--- src/rtl/cpu_defines.svh ---
/*
   Machine widths, memory depths, opcodes and control select codes
*/
`ifndef CPU_DEFINES_SVH
`define CPU_DEFINES_SVH

// Word and register index widths
`define DATA_WIDTH      16
`define REG_ADDR_WIDTH  3

// Word-address widths of the two memories
`define IMEM_ADDR_WIDTH 8
`define DMEM_ADDR_WIDTH 8

// Opcodes, instruction bits 15:11
`define OP_HALT   5'b00000
`define OP_NOP    5'b00001
`define OP_J      5'b00100
`define OP_ADDI   5'b01000
`define OP_SUBI   5'b01001
`define OP_XORI   5'b01010
`define OP_ANDNI  5'b01011
`define OP_BEQZ   5'b01100
`define OP_BNEZ   5'b01101
`define OP_ST     5'b10000
`define OP_LD     5'b10001
`define OP_SLBI   5'b10010
`define OP_LBI    5'b11000
`define OP_RTYPE  5'b11011

// ALU operation select
`define ALU_ADD   3'd0
`define ALU_XOR   3'd1
`define ALU_AND   3'd2
`define ALU_PASSB 3'd3
`define ALU_SLBI  3'd4

// B operand source
`define BSRC_REG   2'd0
`define BSRC_SEXT5 2'd1
`define BSRC_ZEXT5 2'd2
`define BSRC_SEXT8 2'd3

// Destination register select
`define DST_RD_R 2'd0
`define DST_RD_I 2'd1
`define DST_RS   2'd2

`endif

--- src/rtl/cpuPkg.sv ---
/*
   Shared types: the instruction word and its four field layouts
*/
`include "cpu_defines.svh"

package cpuPkg;

   // One 16-bit word, read through whichever layout the opcode calls for
   typedef union packed {
      // Register to register ALU ops
      struct packed {
         logic [4:0]                 opcode;
         logic [`REG_ADDR_WIDTH-1:0] rs;
         logic [`REG_ADDR_WIDTH-1:0] rt;
         logic [`REG_ADDR_WIDTH-1:0] rd;
         logic [1:0]                 func;
      } rFmt;
      // 5-bit immediate ops, loads and stores
      struct packed {
         logic [4:0]                 opcode;
         logic [`REG_ADDR_WIDTH-1:0] rs;
         logic [`REG_ADDR_WIDTH-1:0] rd;
         logic [4:0]                 imm;
      } i1Fmt;
      // 8-bit immediate: LBI, SLBI, branches
      struct packed {
         logic [4:0]                 opcode;
         logic [`REG_ADDR_WIDTH-1:0] rs;
         logic [7:0]                 imm;
      } i2Fmt;
      // Jump with 11-bit byte displacement
      struct packed {
         logic [4:0]  opcode;
         logic [10:0] disp;
      } jFmt;
   } instrWord;

endpackage

--- src/rtl/ctrlIf.sv ---
/*
   Decoded control levels from the decoder to the datapath blocks
*/
`timescale 1ns/1ps
`include "cpu_defines.svh"

interface ctrlIf;

   // Register file and writeback
   logic       regWrt;
   logic [1:0] regDst;
   // 0 picks the ALU result, 1 the load data
   logic       regSrc;

   // ALU
   logic [1:0] bSrc;
   logic [2:0] aluOpr;
   logic       invA;
   logic       invB;
   logic       cin;

   // Data memory
   logic       memWrt;
   logic       memRd;

   // Program counter, brType high means branch on nonzero
   logic       isBranch;
   logic       brType;
   logic       isJump;

   // Sequencer
   logic       halt;

   modport decoder (output regWrt, regDst, regSrc, bSrc, aluOpr, invA, invB, cin,
                    memWrt, memRd, isBranch, brType, isJump, halt);
   modport datapath (input regWrt, regDst, regSrc, bSrc, aluOpr, invA, invB, cin,
                     memWrt, memRd, isBranch, brType, isJump, halt);

endinterface

--- src/rtl/decode.sv ---
/*
   Instruction decoder
   Opcode and R-type function bits to datapath control levels
*/
`timescale 1ns/1ps
`include "cpu_defines.svh"

module decode import cpuPkg::*; (
   input instrWord   instr,
   ctrlIf.decoder    ctrl
);

   always_comb begin
      //////////////////////////////
      // Defaults behave as NOP
      //////////////////////////////
      ctrl.regWrt   = 1'b0;
      ctrl.regDst   = `DST_RD_I;
      ctrl.regSrc   = 1'b0;
      ctrl.bSrc     = `BSRC_SEXT5;
      ctrl.aluOpr   = `ALU_ADD;
      ctrl.invA     = 1'b0;
      ctrl.invB     = 1'b0;
      ctrl.cin      = 1'b0;
      ctrl.memWrt   = 1'b0;
      ctrl.memRd    = 1'b0;
      ctrl.isBranch = 1'b0;
      ctrl.brType   = 1'b0;
      ctrl.isJump   = 1'b0;
      ctrl.halt     = 1'b0;

      case (instr.rFmt.opcode)
         `OP_HALT: ctrl.halt = 1'b1;
         `OP_J: ctrl.isJump = 1'b1;

         //////////////////////////////
         // 5-bit immediate ALU ops
         //////////////////////////////
         `OP_ADDI: ctrl.regWrt = 1'b1;
         `OP_SUBI: begin
            // imm - rs as imm + ~rs + 1
            ctrl.regWrt = 1'b1;
            ctrl.invA   = 1'b1;
            ctrl.cin    = 1'b1;
         end
         `OP_XORI: begin
            ctrl.regWrt = 1'b1;
            ctrl.bSrc   = `BSRC_ZEXT5;
            ctrl.aluOpr = `ALU_XOR;
         end
         `OP_ANDNI: begin
            // rs & ~imm, zero extended before the inversion
            ctrl.regWrt = 1'b1;
            ctrl.bSrc   = `BSRC_ZEXT5;
            ctrl.aluOpr = `ALU_AND;
            ctrl.invB   = 1'b1;
         end

         // Branches test rs, offset comes from the 8-bit field
         `OP_BEQZ: ctrl.isBranch = 1'b1;
         `OP_BNEZ: begin
            ctrl.isBranch = 1'b1;
            ctrl.brType   = 1'b1;
         end

         //////////////////////////////
         // Memory and byte loads
         //////////////////////////////
         // Address rs + sext(imm5) for both
         `OP_ST: ctrl.memWrt = 1'b1;
         `OP_LD: begin
            ctrl.regWrt = 1'b1;
            ctrl.memRd  = 1'b1;
            ctrl.regSrc = 1'b1;
         end
         `OP_SLBI: begin
            ctrl.regWrt = 1'b1;
            ctrl.regDst = `DST_RS;
            ctrl.bSrc   = `BSRC_SEXT8;
            ctrl.aluOpr = `ALU_SLBI;
         end
         `OP_LBI: begin
            ctrl.regWrt = 1'b1;
            ctrl.regDst = `DST_RS;
            ctrl.bSrc   = `BSRC_SEXT8;
            ctrl.aluOpr = `ALU_PASSB;
         end

         //////////////////////////////
         // R-type, func picks the op
         //////////////////////////////
         `OP_RTYPE: begin
            ctrl.regWrt = 1'b1;
            ctrl.regDst = `DST_RD_R;
            ctrl.bSrc   = `BSRC_REG;
            case (instr.rFmt.func)
               // ADD
               2'b00: ctrl.aluOpr = `ALU_ADD;
               // SUB, rt - rs
               2'b01: begin
                  ctrl.invA = 1'b1;
                  ctrl.cin  = 1'b1;
               end
               // XOR
               2'b10: ctrl.aluOpr = `ALU_XOR;
               // ANDN, rs & ~rt
               default: begin
                  ctrl.aluOpr = `ALU_AND;
                  ctrl.invB   = 1'b1;
               end
            endcase
         end

         // NOP and undefined opcodes keep the defaults
         default: ;
      endcase
   end

endmodule

--- src/flat_wrapper.sv ---
// flat-port wrapper written by rule: the top's interface ports become plain ports
module decode_flat import cpuPkg::*;
  (instr, ctrl_regWrt, ctrl_regDst, ctrl_regSrc, ctrl_bSrc, ctrl_aluOpr, ctrl_invA, ctrl_invB, ctrl_cin, ctrl_memWrt, ctrl_memRd, ctrl_isBranch, ctrl_brType, ctrl_isJump, ctrl_halt);
  ctrlIf ctrl_i ();
  input instrWord instr;
  output wire logic [$bits(ctrl_i.regWrt)-1:0] ctrl_regWrt;
  output wire logic [$bits(ctrl_i.regDst)-1:0] ctrl_regDst;
  output wire logic [$bits(ctrl_i.regSrc)-1:0] ctrl_regSrc;
  output wire logic [$bits(ctrl_i.bSrc)-1:0] ctrl_bSrc;
  output wire logic [$bits(ctrl_i.aluOpr)-1:0] ctrl_aluOpr;
  output wire logic [$bits(ctrl_i.invA)-1:0] ctrl_invA;
  output wire logic [$bits(ctrl_i.invB)-1:0] ctrl_invB;
  output wire logic [$bits(ctrl_i.cin)-1:0] ctrl_cin;
  output wire logic [$bits(ctrl_i.memWrt)-1:0] ctrl_memWrt;
  output wire logic [$bits(ctrl_i.memRd)-1:0] ctrl_memRd;
  output wire logic [$bits(ctrl_i.isBranch)-1:0] ctrl_isBranch;
  output wire logic [$bits(ctrl_i.brType)-1:0] ctrl_brType;
  output wire logic [$bits(ctrl_i.isJump)-1:0] ctrl_isJump;
  output wire logic [$bits(ctrl_i.halt)-1:0] ctrl_halt;
  assign ctrl_regWrt = ctrl_i.regWrt;
  assign ctrl_regDst = ctrl_i.regDst;
  assign ctrl_regSrc = ctrl_i.regSrc;
  assign ctrl_bSrc = ctrl_i.bSrc;
  assign ctrl_aluOpr = ctrl_i.aluOpr;
  assign ctrl_invA = ctrl_i.invA;
  assign ctrl_invB = ctrl_i.invB;
  assign ctrl_cin = ctrl_i.cin;
  assign ctrl_memWrt = ctrl_i.memWrt;
  assign ctrl_memRd = ctrl_i.memRd;
  assign ctrl_isBranch = ctrl_i.isBranch;
  assign ctrl_brType = ctrl_i.brType;
  assign ctrl_isJump = ctrl_i.isJump;
  assign ctrl_halt = ctrl_i.halt;
  decode u_core (.instr(instr), .ctrl(ctrl_i));
endmodule
--- config.mk ---
export PLATFORM = sky130hd
export DESIGN_NAME = decode_flat
export DESIGN_NICKNAME = d
export VERILOG_FILES = /design/src/rtl/cpuPkg.sv /design/src/rtl/ctrlIf.sv /design/src/rtl/decode.sv /design/src/flat_wrapper.sv
export VERILOG_INCLUDE_DIRS = /design/src /design/src/rtl
export SDC_FILE = /design/constraint.sdc
export NUM_CORES = 1
export LEC_CHECK = 0
export BUFFER_PORTS_ARGS = -buffer_cell sky130_fd_sc_hd__buf_4
export CORE_AREA = 2 2 39 41
export DETAILED_ROUTE_END_ITERATION = 16
export DIE_AREA = 0 0 41 43
export PLACE_DENSITY = 0.64
export SETUP_SLACK_MARGIN = 0.02
export SLEW_MARGIN = 10
export SYNTH_ARGS = -nofsm -noshare
export SYNTH_HDL_FRONTEND = slang
export SYNTH_SLANG_ARGS = --single-unit
--- constraint.sdc ---
create_clock -name vclk -period 1.2
set_clock_uncertainty 0.05 [all_clocks]
set_input_delay 0.24 -clock vclk [all_inputs]
set_output_delay 0.24 -clock vclk [all_outputs]
set_load 0.01 [all_outputs]
==> reports/metrics.cfg, run 1 <==
[global_route]
antenna_found_initial = 0
grt-ovfl-total = 0
grt_first_pass_wirelength_um = 1880
grt_pass1_vias = 465
grt_start_max_net_pins = 10
track_usage_pct = 14.4

[logic_synthesis]
syn_area_sq_um = 315
ys_types = 31
synth_nets = 60
yosys.area.top_type_share_pct = 7.14
synth_area_leaders = buf_4, buf_6, nor2_1
syn_avg_cell_area_sq_um = 7.17
seq_area_frac_synth_pct = 0
synthCells = 44
yosysWarnings = 0
synth_top_area_cell = buf_4

[critical_path]
worstSetupPathType = in -> out
crit_path_end_kind = output port
required_ns = 0.91
arrival_ns = 1.15
critPathMaxFanout = 3
worstSetupStartpointType = input port
cp-startpoint = instr[12]

[die]
initial_utilization_pct = 22.8
ios = 34
std_cell_rows = 14
die_area_sq_um = 1760
core_area_sq_um = 1380
dieHeight_um = 43
die_width_um = 41

[cells_and_area]
mostFrequentLayoutCells = buf_4, buf_6, buf_8
final_common_cell = buf_4
regArea_sq_um = 0
post-route-util_pct = 59.1
nClkBuffers = 0
fin_nets = 98
seq_cell_count = 0
fill_cells = 132
syn_to_final_growth_pct = 160
drive_above_1_share_pct = 85.0
final_cell_area_sq_um = 818
n_antenna_cell = 0
multi_input_area_sq_um = 398

[place]
dpl_cell_area_sq_um = 607
pre_cts_slack_ns = -0.299
io_buffers = 25
place_hpwl_um = 774
gp_congestion = 0.653

[drt]
routed_via_density = 4.73
wl_per_cell_um = 12.1
vias = 454
final_antenna_net_count = 0
drt_iter0_drc = 1
drtPass1Iterations = 2
routed_wl_um = 1160
drc = 0

[sta]
fmax_mhz = 693
setup_viol = 14
finalHoldViolCount = 0
fin_crit_ns = 1.44
relSlewSlack_pct = 87.6
period_share_pct = 120
worstMarginPinSlew_ns = 0.184
maxSlewViolCount = 0
final.setup.worst_slack_ns = -0.243
grt_setup_unrepaired = true

[flow_run]
maxCapViolations = 0

[hold_path]
hp-start = instr[14]
hold_path_class = in -> out

[run_status]
status = complete, but fails checks
violations = setup timing

[pwr]
p_per_area_nw_per_um2 = 302
p_leak_uw = 0.000401
vdd.ir_drop.worst_uv = 162

==> final cells by class <==
class	instances	area share (%)
Timing Repair Buffer	41	48.2
Tap cell	16	2.45
Multi-Input combinational cell	38	48.6
Inverter	1	0.765
==> cells in the mapped netlist (2+ instances only) <==
| cell | number |
|---|---|
| nand2_1 | 2 |
| buf_6 | 2 |
| xnor2_1 | 2 |
| buf_4 | 3 |
| nor3_1 | 2 |
| nor2_1 | 6 |
| nand2b_1 | 3 |
==> final timing paths <==
kind                     endpoint  cells after the start
worst max-delay path  ctrl_regWrt                      5
worst min-delay path  ctrl_memWrt                      3
==> logic make-up after synthesis <==
logic type / after synthesis / share of synthesized area, %
AND/OR/NAND/NOR: 28 / 57.2
AO/OA/AOI/OAI: 7 / 18.3
buffers and inverters: 6 / 15.5
XOR/XNOR: 2 / 5.56
multiplexers: 1 / 3.57
==> timing repair <==
item                       CTS  global route
setup endpoints to repair   17            16
pin swaps                   14             3
hold endpoints to repair     0             0
buffers inserted             4             1
hold buffers                 0             0
gates cloned                 0             0
resized for setup           42             7
==> power breakdown <==
group	internal (uW)	switching (uW)
clock	0	0
combinational	141	106
sequential	0	0
total	141	106
==> routing by layer <==
| metal | routed length (um) | share of wire (%) | track usage [%] | vias to the layer above |
|---|---|---|---|---|
| met4 | 0 | 0 | 0 | 0 |
| li1 | - | - | - | 229 |
| met5 | 0 | 0 | 0 | - |
| met3 | 59 | 5.1 | 0 | 0 |
| met1 | 450 | 39 | 17.1 | 209 |
| met2 | 648 | 56 | 28.1 | 16 |
==> worst max-delay path, cell delays in order <==
cell and delay, ns:
buf_8 0.10, or2b_1 0.24, a21boi_2 0.14, mux2_4 0.31, buf_6 0.12
==> per-stage QoR <==
stage	total power (uW)	setup TNS, ns	hold WS (ns)	instances
2_1_floorplan	94.8	-0.0311	0.456	44
3_3_place_gp	174	-2.39	0.725	93
3_5_place_dp	177	-2.43	0.728	93
4_1_cts	244	-2.61	0.766	97
5_1_grt	265	-2.57	0.773	96
6_report	247	-1.95	0.754	96
Power figures use the tool's default switching activity.
==> run 2: changes to the inputs <==
- ABC_AREA: default -> 1
- PLACE_DENSITY: 0.64 -> 0.61
==> run 2 against run 1 <==
Compared with the run above: the run now ends clean; core utilization shrank 4.6 points; sequential cell count is the same; design area shrank 7.8%; via count is the same; final cell count grew 6.3%; global-route usage shrank 2.9 points; count of clock-buffer cells in the layout is the same.
==> reports/metrics.cfg, run 2 <==
[run_status]
status = completed

[die]
die_area_sq_um = 1760
std_cell_rows = 14
die_width_um = 41
initial_utilization_pct = 19.9
ios = 34
dieHeight_um = 43
core_area_sq_um = 1380

[critical_path]
crit_family = buffers and inverters
worstSetupStartpointType = input port
worstPathBufferInverterCount = 3
worst_path_largest_cell_delay_ns = 0.14
crit_path_end_kind = output port
crit_chain = buf_12 -> nor2_4 -> nand2_4 -> buf_4 -> nor2_2 -> buf_4
cp-startpoint = instr[14]
cp_slowest_cell = nor2_4
worstSetupPathType = in -> out
critPathMaxFanout = 4
required_ns = 0.91
path_depth = 6
cp_common_cell = buf_4
arrival_ns = 0.91

[logic_synthesis]
synth_nets = 69
syn_area_sq_um = 275
synth_simple_gate_area_share_pct = 68.6
syn_avg_cell_area_sq_um = 5.19
synth_area_leaders = nor2_1, buf_4, nand2_1
synth_top_family_by_area = simple AND/OR/NAND/NOR gates
ys_types = 14
synth.area.mux_share_pct = 0
synth_common_cells = nor2_1, nand2_1, nand3_1, buf_4, inv_1
yosysWarnings = 0
synthAdderAreaFrac_pct = 0
synth_compound_area_share_pct = 8.18
synth-xor-area-share_pct = 0
yosysMostFrequentCell = nor2_1
yosys.area.top_type_share_pct = 16.4
seq_area_frac_synth_pct = 0
synthCells = 53
synth_top_area_cell = nor2_1

[flow_run]
maxCapViolations = 0

[drt]
drt_iter0_drc = 6
routed_wl_um = 1050
vias = 454
wl_per_cell_um = 10.2
routed_via_density = 4.45
drc = 0
final_antenna_net_count = 0
drtPass1Iterations = 4

[sta]
fmax_mhz = 834
fin_crit_ns = 1.20
worstMarginPinSlew_ns = 0.202
hold_slack_ns = 0.719
period_share_pct = 99.9
maxSlewViolCount = 0
setup_viol = 0
final.setup.worst_slack_ns = 0.000601
relSlewSlack_pct = 86.4
grt_setup_unrepaired = true
finalHoldViolCount = 0

[hold_path]
hp-start = instr[13]
hold_depth = 3
holdPathEnd = ctrl_halt
hold_path_class = in -> out

[global_route]
antenna_found_initial = 0
grt_pass1_vias = 380
grt_start_max_net_pins = 10
grt_first_pass_wirelength_um = 1530
track_usage_pct = 11.5
grt-ovfl-total = 0

[place]
pre_cts_slack_ns = -0.115
io_buffers = 25
place_hpwl_um = 728
gp_congestion = 0.751

[pwr]
vdd.ir_drop.worst_uv = 181
p_leak_uw = 0.000345
p_per_area_nw_per_um2 = 283

[cells_and_area]
drive_above_1_share_pct = 79.1
final_common_cell = buf_4
fin_nets = 104
syn_to_final_growth_pct = 174
seq_cell_count = 0
nClkBuffers = 0
n_antenna_cell = 0
mostFrequentLayoutCells = buf_4, buf_6, nor2_4
regArea_sq_um = 0

[cts]
cts_hold_buf = 0

==> run 2: worst max path at each step <==
stage | endpoint
finish | ctrl_memWrt
floorplan | ctrl_halt
global route | ctrl_regDst[0]
global placement | ctrl_regWrt
detailed placement | ctrl_regWrt
CTS | ctrl_regDst[0]
==> run 2: final cells by class <==
cell class,instances,area (sq um)
Multi-Input combinational cell,41,334
Timing Repair Buffer,38,352
Inverter,7,48.8
Tap cell,16,20.0
Fill cell,129,629
==> run 2: through the flow <==
| step | cell area, sq um | std cells | total power (uW) | utilization, % | setup TNS, ns |
|---|---|---|---|---|---|
| after CTS | 636 | 100 | 180 | 45.9 | -0.0745 |
| after floorplan | 292 | 53 | 74.8 | - | -0.0210 |
| after global placement | 526 | 98 | 142 | 38.0 | -0.643 |
| final | 754 | 102 | 213 | 54.5 | 0 |
| after detailed placement | 526 | 98 | 144 | 38.0 | -0.741 |
| after global routing | 754 | 102 | 229 | 54.5 | -0.392 |
==> run 2: cells by family (layout without fill, tap and decap cells) <==
group / after synthesis / count (layout)
AND/OR/NAND/NOR: 37 / 37
AO/OA/AOI/OAI: 4 / 4
buffers and inverters: 12 / 45
==> run 2: timing repair <==
action	CTS	global route
pin swaps	11	14
setup buffers	2	2
gates resized for setup	25	27
endpoints found under the setup margin	16	16
==> run 2: routing by layer <==
layer  vias up  routed length (um)  track usage (%)
li1        240                   -                -
met2        17                 569             21.3
met5         -                   0                0
met1       197                 400             14.9
met3         0                  75                0
met4         0                   0                0
==> run 2: power by group <==
| group | switching [uW] | internal (uW) |
|---|---|---|
| clock | 0 | 0 |
| sequential | 0 | 0 |
| combinational | 108 | 105 |
| total | 108 | 105 |
