==> src/rtl/cpu_defines.svh <==
/*
   Machine widths, memory depths, opcodes and control select codes
*/
`ifndef CPU_DEFINES_SVH
`define CPU_DEFINES_SVH

// Word and register index widths
`define DATA_WIDTH      16
`define REG_ADDR_WIDTH  3

// Word-address widths of the two memories
`define IMEM_ADDR_WIDTH 8
`define DMEM_ADDR_WIDTH 8

// Opcodes, instruction bits 15:11
`define OP_HALT   5'b00000
`define OP_NOP    5'b00001
`define OP_J      5'b00100
`define OP_ADDI   5'b01000
`define OP_SUBI   5'b01001
`define OP_XORI   5'b01010
`define OP_ANDNI  5'b01011
`define OP_BEQZ   5'b01100
`define OP_BNEZ   5'b01101
`define OP_ST     5'b10000
`define OP_LD     5'b10001
`define OP_SLBI   5'b10010
`define OP_LBI    5'b11000
`define OP_RTYPE  5'b11011

// ALU operation select
`define ALU_ADD   3'd0
`define ALU_XOR   3'd1
`define ALU_AND   3'd2
`define ALU_PASSB 3'd3
`define ALU_SLBI  3'd4

// B operand source
`define BSRC_REG   2'd0
`define BSRC_SEXT5 2'd1
`define BSRC_ZEXT5 2'd2
`define BSRC_SEXT8 2'd3

// Destination register select
`define DST_RD_R 2'd0
`define DST_RD_I 2'd1
`define DST_RS   2'd2

`endif

==> src/rtl/ctrlIf.sv <==
/*
   Decoded control levels from the decoder to the datapath blocks
*/
`timescale 1ns/1ps
`include "cpu_defines.svh"

interface ctrlIf;

   // Register file and writeback
   logic       regWrt;
   logic [1:0] regDst;
   // 0 picks the ALU result, 1 the load data
   logic       regSrc;

   // ALU
   logic [1:0] bSrc;
   logic [2:0] aluOpr;
   logic       invA;
   logic       invB;
   logic       cin;

   // Data memory
   logic       memWrt;
   logic       memRd;

   // Program counter, brType high means branch on nonzero
   logic       isBranch;
   logic       brType;
   logic       isJump;

   // Sequencer
   logic       halt;

   modport decoder (output regWrt, regDst, regSrc, bSrc, aluOpr, invA, invB, cin,
                    memWrt, memRd, isBranch, brType, isJump, halt);
   modport datapath (input regWrt, regDst, regSrc, bSrc, aluOpr, invA, invB, cin,
                     memWrt, memRd, isBranch, brType, isJump, halt);

endinterface

==> src/rtl/seqControl.sv <==
/*
   Instruction sequencer
   Fetch, decode, execute, memory, writeback and a halt state
*/
`timescale 1ns/1ps

module seqControl (
   input  logic     clk,
   input  logic     reset,
   ctrlIf.datapath  ctrl,
   output logic     irLoad,
   output logic     exLatch,
   output logic     memStep,
   output logic     wbStep,
   output logic     halted
);

   // State encoding
   localparam logic [2:0] stFetch  = 3'd0;
   localparam logic [2:0] stDecode = 3'd1;
   localparam logic [2:0] stExec   = 3'd2;
   localparam logic [2:0] stMem    = 3'd3;
   localparam logic [2:0] stWb     = 3'd4;
   localparam logic [2:0] stHalted = 3'd5;

   logic [2:0] state;
   logic [2:0] nextState;

   always_ff @(posedge clk) begin
      if (reset) begin
         state <= stFetch;
      end else begin
         state <= nextState;
      end
   end

   // Fixed five-step walk, HALT leaves it from decode
   always_comb begin
      case (state)
         stFetch:  nextState = stDecode;
         stDecode: nextState = ctrl.halt ? stHalted : stExec;
         stExec:   nextState = stMem;
         stMem:    nextState = stWb;
         stWb:     nextState = stFetch;
         // Only reset gets out of here
         stHalted: nextState = stHalted;
         default:  nextState = stFetch;
      endcase
   end

   //////////////////////////////
   // One strobe per step
   //////////////////////////////
   assign irLoad  = (state == stFetch);
   assign exLatch = (state == stExec);
   assign memStep = (state == stMem);
   assign wbStep  = (state == stWb);
   assign halted  = (state == stHalted);

endmodule

==> src/flat_wrapper.sv <==
// flat-port wrapper written by rule: the top's interface ports become plain ports
module seqControl_flat 
  (clk, reset, irLoad, exLatch, memStep, wbStep, halted, ctrl_regWrt, ctrl_regDst, ctrl_regSrc, ctrl_bSrc, ctrl_aluOpr, ctrl_invA, ctrl_invB, ctrl_cin, ctrl_memWrt, ctrl_memRd, ctrl_isBranch, ctrl_brType, ctrl_isJump, ctrl_halt);
  ctrlIf ctrl_i ();
  input  logic clk;
  input  logic reset;
  output logic irLoad;
  output logic exLatch;
  output logic memStep;
  output logic wbStep;
  output logic halted;
  input wire logic [$bits(ctrl_i.regWrt)-1:0] ctrl_regWrt;
  input wire logic [$bits(ctrl_i.regDst)-1:0] ctrl_regDst;
  input wire logic [$bits(ctrl_i.regSrc)-1:0] ctrl_regSrc;
  input wire logic [$bits(ctrl_i.bSrc)-1:0] ctrl_bSrc;
  input wire logic [$bits(ctrl_i.aluOpr)-1:0] ctrl_aluOpr;
  input wire logic [$bits(ctrl_i.invA)-1:0] ctrl_invA;
  input wire logic [$bits(ctrl_i.invB)-1:0] ctrl_invB;
  input wire logic [$bits(ctrl_i.cin)-1:0] ctrl_cin;
  input wire logic [$bits(ctrl_i.memWrt)-1:0] ctrl_memWrt;
  input wire logic [$bits(ctrl_i.memRd)-1:0] ctrl_memRd;
  input wire logic [$bits(ctrl_i.isBranch)-1:0] ctrl_isBranch;
  input wire logic [$bits(ctrl_i.brType)-1:0] ctrl_brType;
  input wire logic [$bits(ctrl_i.isJump)-1:0] ctrl_isJump;
  input wire logic [$bits(ctrl_i.halt)-1:0] ctrl_halt;
  assign ctrl_i.regWrt = ctrl_regWrt;
  assign ctrl_i.regDst = ctrl_regDst;
  assign ctrl_i.regSrc = ctrl_regSrc;
  assign ctrl_i.bSrc = ctrl_bSrc;
  assign ctrl_i.aluOpr = ctrl_aluOpr;
  assign ctrl_i.invA = ctrl_invA;
  assign ctrl_i.invB = ctrl_invB;
  assign ctrl_i.cin = ctrl_cin;
  assign ctrl_i.memWrt = ctrl_memWrt;
  assign ctrl_i.memRd = ctrl_memRd;
  assign ctrl_i.isBranch = ctrl_isBranch;
  assign ctrl_i.brType = ctrl_brType;
  assign ctrl_i.isJump = ctrl_isJump;
  assign ctrl_i.halt = ctrl_halt;
  seqControl u_core (.clk(clk), .reset(reset), .ctrl(ctrl_i), .irLoad(irLoad), .exLatch(exLatch), .memStep(memStep), .wbStep(wbStep), .halted(halted));
endmodule
==> config.mk <==
export PLATFORM = sky130hd
export DESIGN_NAME = seqControl_flat
export DESIGN_NICKNAME = d
export VERILOG_FILES = /design/src/rtl/ctrlIf.sv /design/src/rtl/seqControl.sv /design/src/flat_wrapper.sv
export VERILOG_INCLUDE_DIRS = /design/src /design/src/rtl
export SDC_FILE = /design/constraint.sdc
export NUM_CORES = 1
export LEC_CHECK = 0
export BUFFER_PORTS_ARGS = -buffer_cell sky130_fd_sc_hd__buf_2
export CAP_MARGIN = 10
export CORE_AREA = 2 2 39 41
export CTS_BUF_LIST = sky130_fd_sc_hd__clkbuf_4
export DETAILED_ROUTE_END_ITERATION = 8
export DIE_AREA = 0 0 41 43
export GPL_ROUTABILITY_DRIVEN = 1
export PLACE_DENSITY = 0.54
export SLEW_MARGIN = 5
export SYNTH_ARGS = -nofsm -noshare
export SYNTH_HDL_FRONTEND = slang
export SYNTH_SLANG_ARGS = --single-unit
==> constraint.sdc <==
create_clock -name clk -period 1.1 [get_ports clk]
set_input_delay 0 -clock clk [delete_from_list [all_inputs] [get_ports clk]]
set_output_delay 0 -clock clk [all_outputs]
set_load 0.03 [all_outputs]
==> flow_metrics.env, run 1 <==
export IMPL_die_area_um2=1760
export IMPL_fin_crit_ns=1.04
export IMPL_largest_reg_flops=3
export IMPL_area_growth_syn_to_layout_pct=81.5
export IMPL_post_synth_num_cell_types=15
export IMPL_num_nets_final=56
export IMPL_critical_path_arrival_ns=1.04
export IMPL_io_pins=25
export IMPL_grt_usage=0.0611
export IMPL_finish_utilization=0.248
export IMPL_syn_area_um2=189
export IMPL_via_per_inst=3.67
export IMPL_maxCapViolations=0
export IMPL_slack_of_the_critical_path_ns=0.0571
export IMPL_max_slew_worst_pin_slew_ns=0.287
export IMPL_cts_clk_slew_worst_paths_ns=0.04
export IMPL_fp_coreArea_um2=1380
export IMPL_cts_root_buf="sky130_fd_sc_hd__clkbuf_4"
export IMPL_tritoncts="built"
export IMPL_port_buffer_count=7
export IMPL_sw_frac_of_total=0.264
export IMPL_die_x_um=41
export IMPL_biggestRegsByFlops="u_core.state x3"
export IMPL_power_switching_w=0.000122
export IMPL_combinationalPowerShare=0.257
export IMPL_vdd_ir_drop_worst_mv=0.688
export IMPL_ctsLongestPathBuffers=2
export IMPL_worstSetupStartpointType="register"
export IMPL_fin_skew_ns=0.000727
export IMPL_detail_route_wl_per_cell_um=8.02
export IMPL_synth_top_cells_by_area="sky130_fd_sc_hd__dfxtp_1, sky130_fd_sc_hd__nor3b_1, sky130_fd_sc_hd__buf_4, sky130_fd_sc_hd__a211oi_2, sky130_fd_sc_hd__buf_6"
export IMPL_critical_path_required_ns=1.10
export IMPL_timing_worst_setup_path_type="reg2out"
export IMPL_dp_worst_setup_slack_ns=0.0735
export IMPL_post_route_cells_drive_above_1_share=0.686
export IMPL_route_vias_total=187
export IMPL_tritoncts_num_sinks=3
export IMPL_cts_buffers=3
export IMPL_leakage_power_total_nw=0.146
export IMPL_setup_viol_count_final=0
export IMPL_grt_max_degree=9
export IMPL_fp_dieH_um=43
export IMPL_via_count_of_the_first_global_routing_pass=168
export IMPL_synth_largest_type_area_fraction=0.318
export IMPL_internal_power_w=0.000339
export IMPL_floorplan_rows=14
export IMPL_post_synth_top_area_cell="sky130_fd_sc_hd__dfxtp_1"
export IMPL_most_common_layout_cells="sky130_fd_sc_hd__buf_4, sky130_fd_sc_hd__clkbuf_4, sky130_fd_sc_hd__buf_6"
export IMPL_mostFrequentLayoutCell="sky130_fd_sc_hd__buf_4"
export IMPL_grt_setup_unrepaired="true"
export IMPL_status="finished, final reports clean"
export IMPL_clock_latency_on_the_worst_skew_pair_ns=0.23
export IMPL_power_per_cell_area_nw_per_um2=1350
export IMPL_detail_route_iter0_violations=5
export IMPL_maxSlewHeadroom=0.804
export IMPL_yosysWarningCount=0
export IMPL_drt_wl_total_um=409
export IMPL_dr_pass1_iters=2
export IMPL_antenna_left=0
export IMPL_reg2regPathDepth=2
export IMPL_regToRegSetupSlack_ns=0.11
export IMPL_cell_chain_critical_path="buf_6 -> nor3b_2 -> buf_4"
export IMPL_final_period_utilization=0.948
export IMPL_hold_viol_final=0
export IMPL_registers_top_by_ff_count="u_core.state"
export IMPL_ys_seq_elements=3
export IMPL_floorplan_initialDensity=0.137
export IMPL_critical_path_endpoint_type="primary output"
export IMPL_grt_first_pass_wirelength_um=676
export IMPL_syn_instance_count=21
export IMPL_timing_hold_worst_class="in2reg"
export IMPL_initial_antenna_violation_count=0
export IMPL_postSynthNetCount=41
export IMPL_residual_drc=0
export IMPL_cts_max_level=1
export IMPL_share_seq_of_total_power=0.281
export IMPL_fill_cells=151
export IMPL_critical_path_max_fanout=8
export IMPL_multiInputGateArea_um2=114
export IMPL_cp_slowest_cell="sky130_fd_sc_hd__dfxtp_4"
export IMPL_antenna_cells_inserted=0
export IMPL_dpl_hpwl_um=297
export IMPL_timing_final_max_slew_violations=0
export IMPL_power_share_clock=0.463
export IMPL_achievable_frequency_ghz=0.959
export IMPL_gp_congestion=0.629
export IMPL_postSynthAreaPerCell_um2=9.00
export IMPL_hold_path_cell_count=3
export IMPL_synth_seq_area_share=0.318
export IMPL_globalRoute_totalOverflow=0
export IMPL_max_incr_delay_on_cp_ns=0.36
export IMPL_final_seq_area_um2=68.8
-- synthesized netlist by cell type --
cell type and n:
sky130_fd_sc_hd__dfxtp_1 3, sky130_fd_sc_hd__nor3b_1 3, sky130_fd_sc_hd__buf_4 2, sky130_fd_sc_hd__nor3_1 2
sky130_fd_sc_hd__a2111oi_0 1, sky130_fd_sc_hd__a211oi_1 1, sky130_fd_sc_hd__a211oi_2 1, sky130_fd_sc_hd__buf_6 1
sky130_fd_sc_hd__inv_1 1, sky130_fd_sc_hd__nand2_1 1, sky130_fd_sc_hd__nor2_1 1, sky130_fd_sc_hd__nor2b_1 1
sky130_fd_sc_hd__o21bai_1 1, sky130_fd_sc_hd__or2b_1 1, sky130_fd_sc_hd__or3b_1 1
-- critical path: cells and delay by family (launching register included) --
kind	cells	cell delay (ns)
buf+inv	2	0.30
flops	1	0.36
simple gates	1	0.16
-- worst paths after layout --
kind | startpoint | end
setup / recovery | u_core.state[1] | wbStep
hold / removal | ctrl_halt | u_core.state[1]
setup reg to reg | u_core.state[1] | u_core.state[1]
hold reg to reg | u_core.state[2] | u_core.state[2]
-- power groups by stage --
stage,registers [W],logic [W],clock network (W)
6_report,0.000130,0.000118,0.000213
5_1_grt,0.000132,0.000130,0.000238
4_1_cts,0.000131,0.000105,0.000225
3_5_place_dp,0.000131,0.0000963,0
3_3_place_gp,0.000131,0.0000955,0
2_1_floorplan,0.000122,0.0000792,0
-- layout make-up --
type | instances | share of cell area
well taps | 16 | 0.0584
flip-flops and latches | 3 | 0.201
inverters | 1 | 0.0109
clock buffers | 4 | 0.0876
multi-input cells | 14 | 0.332
repair buffers | 13 | 0.310
-- logic make-up after synthesis --
kind of cell	after synthesis	synth area share
buffers and inverters	4	0.159
AO/OA/AOI/OAI	4	0.192
flip-flops	3	0.318
AND/OR/NAND/NOR	10	0.331
-- timing repair --
| action | CTS | global route |
|---|---|---|
| endpoints found under the setup margin | 5 | 5 |
| setup buffers | 0 | 1 |
| resized for setup | 6 | 9 |
| hold endpoints to repair | 3 | 0 |
| hold buffers | 1 | 0 |
| pin swaps | 0 | 2 |
-- per-layer routing --
metal	GRT usage	vias to the layer above	wire length (um)
met2	0.0656	5	186
met1	0.0799	81	205
met5	0	-	0
met3	0.0471	0	17
met4	0.0400	0	0
li1	-	101	-
-- stage by stage --
step                total power, W  instances  setup TNS (ns)  cell area [um2]  hold WS [ns]
CTS                       0.000462         50               0              310        0.0689
floorplan                 0.000201         21          -0.110              199        0.0646
detailed placement        0.000228         45               0              258         0.203
global placement          0.000226         45               0              258         0.200
finish                    0.000461         51               0              343        0.0731
global route              0.000500         51         -0.0126              343         0.103
(Power assumes the default switching activity.)
==> run 2: changes to the inputs <==
ABC_AREA = 1   (was default)
PLACE_DENSITY = 0.53   (was 0.54)
SLEW_MARGIN = default   (was 5)
==> flow_metrics.env, run 2 <==
export IMPL_synth_enable_flop_cells=0
export IMPL_detail_route_wl_per_cell_um=7.46
export IMPL_synthArstFlopShare=0
export IMPL_synth_top_cells_by_area="sky130_fd_sc_hd__dfxtp_1, sky130_fd_sc_hd__nand3_1, sky130_fd_sc_hd__inv_1, sky130_fd_sc_hd__nor2_1, sky130_fd_sc_hd__nor2_4"
export IMPL_timing_worst_setup_path_type="reg2out"
export IMPL_netlist_top_cells_count="sky130_fd_sc_hd__inv_1, sky130_fd_sc_hd__nand3_1, sky130_fd_sc_hd__nor2_1"
export IMPL_grt_setup_unrepaired="false"
export IMPL_most_common_layout_cells="sky130_fd_sc_hd__inv_1, sky130_fd_sc_hd__clkbuf_4, sky130_fd_sc_hd__nor2_1, sky130_fd_sc_hd__buf_2"
export IMPL_status="finished, final reports clean"
export IMPL_leakage_power_total_nw=0.164
export IMPL_cp_slowest_cell="sky130_fd_sc_hd__dfxtp_1"
export IMPL_syn_area_um2=183
export IMPL_detail_route_iter0_violations=0
export IMPL_tritoncts_num_sinks=3
export IMPL_slack_of_the_critical_path_ns=0.0773
export IMPL_maxCapViolations=0
export IMPL_cts_root_buf="sky130_fd_sc_hd__clkbuf_4"
export IMPL_gp_congestion=0.715
export IMPL_critical_path_max_fanout=7
export IMPL_cell_chain_critical_path="inv_2 -> nand3_2 -> inv_1 -> clkbuf_4"
export IMPL_largest_reg_flops=3
export IMPL_yosys_area_share_adder=0
export IMPL_max_incr_delay_on_cp_ns=0.33
export IMPL_hold_path_cell_count=3
export IMPL_critical_path_required_ns=1.10
export IMPL_post_synth_num_cell_types=12
export IMPL_worstSetupStartpointType="register"
export IMPL_critical_path_arrival_ns=1.02
export IMPL_total_power_w=0.000495
export IMPL_post_route_cells_drive_above_1_share=0.550
export IMPL_io_pins=25
export IMPL_fin_skew_ns=0.000113
export IMPL_power_per_cell_area_nw_per_um2=1600
export IMPL_dr_pass1_iters=1
export IMPL_via_per_inst=3.80
export IMPL_residual_drc=0
export IMPL_area_growth_syn_to_layout_pct=69.9
export IMPL_timing_hold_worst_class="in2reg"
export IMPL_final_hold_worst_slack_ns=0.0410
export IMPL_postSynthNetCount=47
export IMPL_synth_main_ff_cell="sky130_fd_sc_hd__dfxtp_1"
export IMPL_post_synth_top_area_cell="sky130_fd_sc_hd__dfxtp_1"
export IMPL_hold_viol_final=0
export IMPL_achievable_frequency_ghz=0.978
export IMPL_cts_clk_slew_worst_paths_ns=0.04
export IMPL_cts_max_level=1
export IMPL_finish_utilization=0.224
export IMPL_grt_usage=0.0602
export IMPL_tritoncts="built"
export IMPL_cts_buffers=3
export IMPL_family_with_the_most_delay_on_the_worst_path="buffers and inverters"
export IMPL_fin_crit_ns=1.02
export IMPL_die_area_um2=1760
export IMPL_postSynthAreaPerCell_um2=6.77
export IMPL_vdd_ir_drop_worst_mv=0.439
export IMPL_synth_largest_type_area_fraction=0.329
export IMPL_antenna_left=0
export IMPL_port_buffer_count=7
export IMPL_timing_final_max_slew_violations=0
export IMPL_antenna_cells_inserted=0
export IMPL_setup_viol_count_final=0
export IMPL_synth_compound_gate_area_share=0.116
export IMPL_ys_seq_elements=3
export IMPL_xor_xnor_share_of_the_synthesized_area=0
export IMPL_critical_path_endpoint_type="primary output"
export IMPL_dominant_combinational_cell_family_by_area_after_synthesis="simple AND/OR/NAND/NOR gates"
export IMPL_initial_antenna_violation_count=0
export IMPL_dpl_hpwl_um=313
export IMPL_maxSlewHeadroom=0.884
export IMPL_groute_layer_met1_usage=0.0675
export IMPL_dp_worst_setup_slack_ns=0.165
export IMPL_die_x_um=41
export IMPL_fp_dieH_um=43
export IMPL_synth_seq_area_share=0.329
export IMPL_grt_max_degree=8
export IMPL_grt_first_pass_wirelength_um=662
export IMPL_via_count_of_the_first_global_routing_pass=184
export IMPL_biggestRegsByFlops="u_core.state x3"
export IMPL_groute_layer_met3_usage=0.0157
export IMPL_registers_top_by_ff_count="u_core.state"
export IMPL_syn_instance_count=27
export IMPL_post_synth_and_or_nand_nor_area_fraction=0.411
export IMPL_fin_tns_setup_ns=0
export IMPL_drt_wl_total_um=418
export IMPL_reg2regPathDepth=4
export IMPL_floorplan_initialDensity=0.132
export IMPL_groute_layer_met2_usage=0.0750
export IMPL_yosysWarningCount=0
export IMPL_final_period_utilization=0.930
export IMPL_floorplan_rows=14
export IMPL_num_nets_final=61
export IMPL_max_slew_worst_pin_slew_ns=0.174
export IMPL_ctsLongestPathBuffers=2
export IMPL_clock_latency_on_the_worst_skew_pair_ns=0.23
export IMPL_route_vias_total=213
export IMPL_fp_coreArea_um2=1380
export IMPL_critical_path_cell_count=4
export IMPL_top_usage_layer="met4"
export IMPL_globalRoute_totalOverflow=0
export IMPL_fill_cells=163
export IMPL_cp_num_buf_inv=3
export IMPL_yosys_mux_area_fraction=0
[run 2: cell types whose count changed in the layout (fill, tap and decap cells not counted), sizes merged, moves of 2 or more]
| cell | delta |
|---|---|
| nand3 | +6 |
| nor2 | +4 |
| a21oi | +2 |
| inv | +6 |
| buf | -5 |
| nor3b | -3 |
| a211oi | -2 |
[run 2: path summary, 6_finish.rpt]
check                                startpoint  slack [ns]              end
worst max-delay path            u_core.state[2]        0.08          memStep
worst min-delay path                  ctrl_halt        0.04  u_core.state[0]
worst max register to register  u_core.state[2]        0.22  u_core.state[1]
worst min register to register  u_core.state[2]        0.55  u_core.state[0]
[run 2: kinds of logic (layout without fill, tap and decap cells)]
group | Yosys count | count (layout)
AND/OR/NAND/NOR | 14 | 14
buffers and inverters | 7 | 20
flip-flops | 3 | 3
AO/OA/AOI/OAI | 3 | 3
[run 2: cell type report]
cell class | count | area, um2 | area share
multi-input cells | 17 | 111 | 0.359
flip-flops and latches | 3 | 62.6 | 0.202
repair buffers | 9 | 60.1 | 0.194
clock buffers | 4 | 30.0 | 0.0968
inverters | 7 | 26.3 | 0.0847
well taps | 16 | 20.0 | 0.0645
[run 2: routing by layer]
metal,share of wire,vias to the layer above
met5,0,-
met2,0.56,3
li1,-,112
met3,0.031,0
met1,0.41,98
met4,0,0
[run 2: repair_timing]
item	in CTS	in global routing
hold endpoints to repair	2	0
hold buffers	1	0
setup endpoints to repair	1	3
buffers inserted	0	1
resized for setup	1	8
[run 2: metrics by stage]
step / std cells / instance area (um2)
6_report: 56 / 310
5_1_grt: 56 / 310
4_1_cts: 55 / 279
3_5_place_dp: 50 / 238
3_3_place_gp: 50 / 238
2_1_floorplan: 27 / 183
[run 2: power breakdown]
part | switching [W] | internal [W] | total, W | leakage, nW
combinational | 0.0000831 | 0.0000507 | 0.000134 | 0.121
clock | 0.0000554 | 0.000160 | 0.000216 | 0.0184
sequential | 0.0000221 | 0.000124 | 0.000146 | 0.0253
total | 0.000161 | 0.000335 | 0.000495 | 0.164
[run 2: worst reg2reg max path, cell delays in order, from the launching register on]
cell and delay [ns]:
sky130_fd_sc_hd__dfxtp_1 0.38, sky130_fd_sc_hd__inv_2 0.11, sky130_fd_sc_hd__buf_4 0.14, sky130_fd_sc_hd__nand3_1 0.08, sky130_fd_sc_hd__a21oi_2 0.05
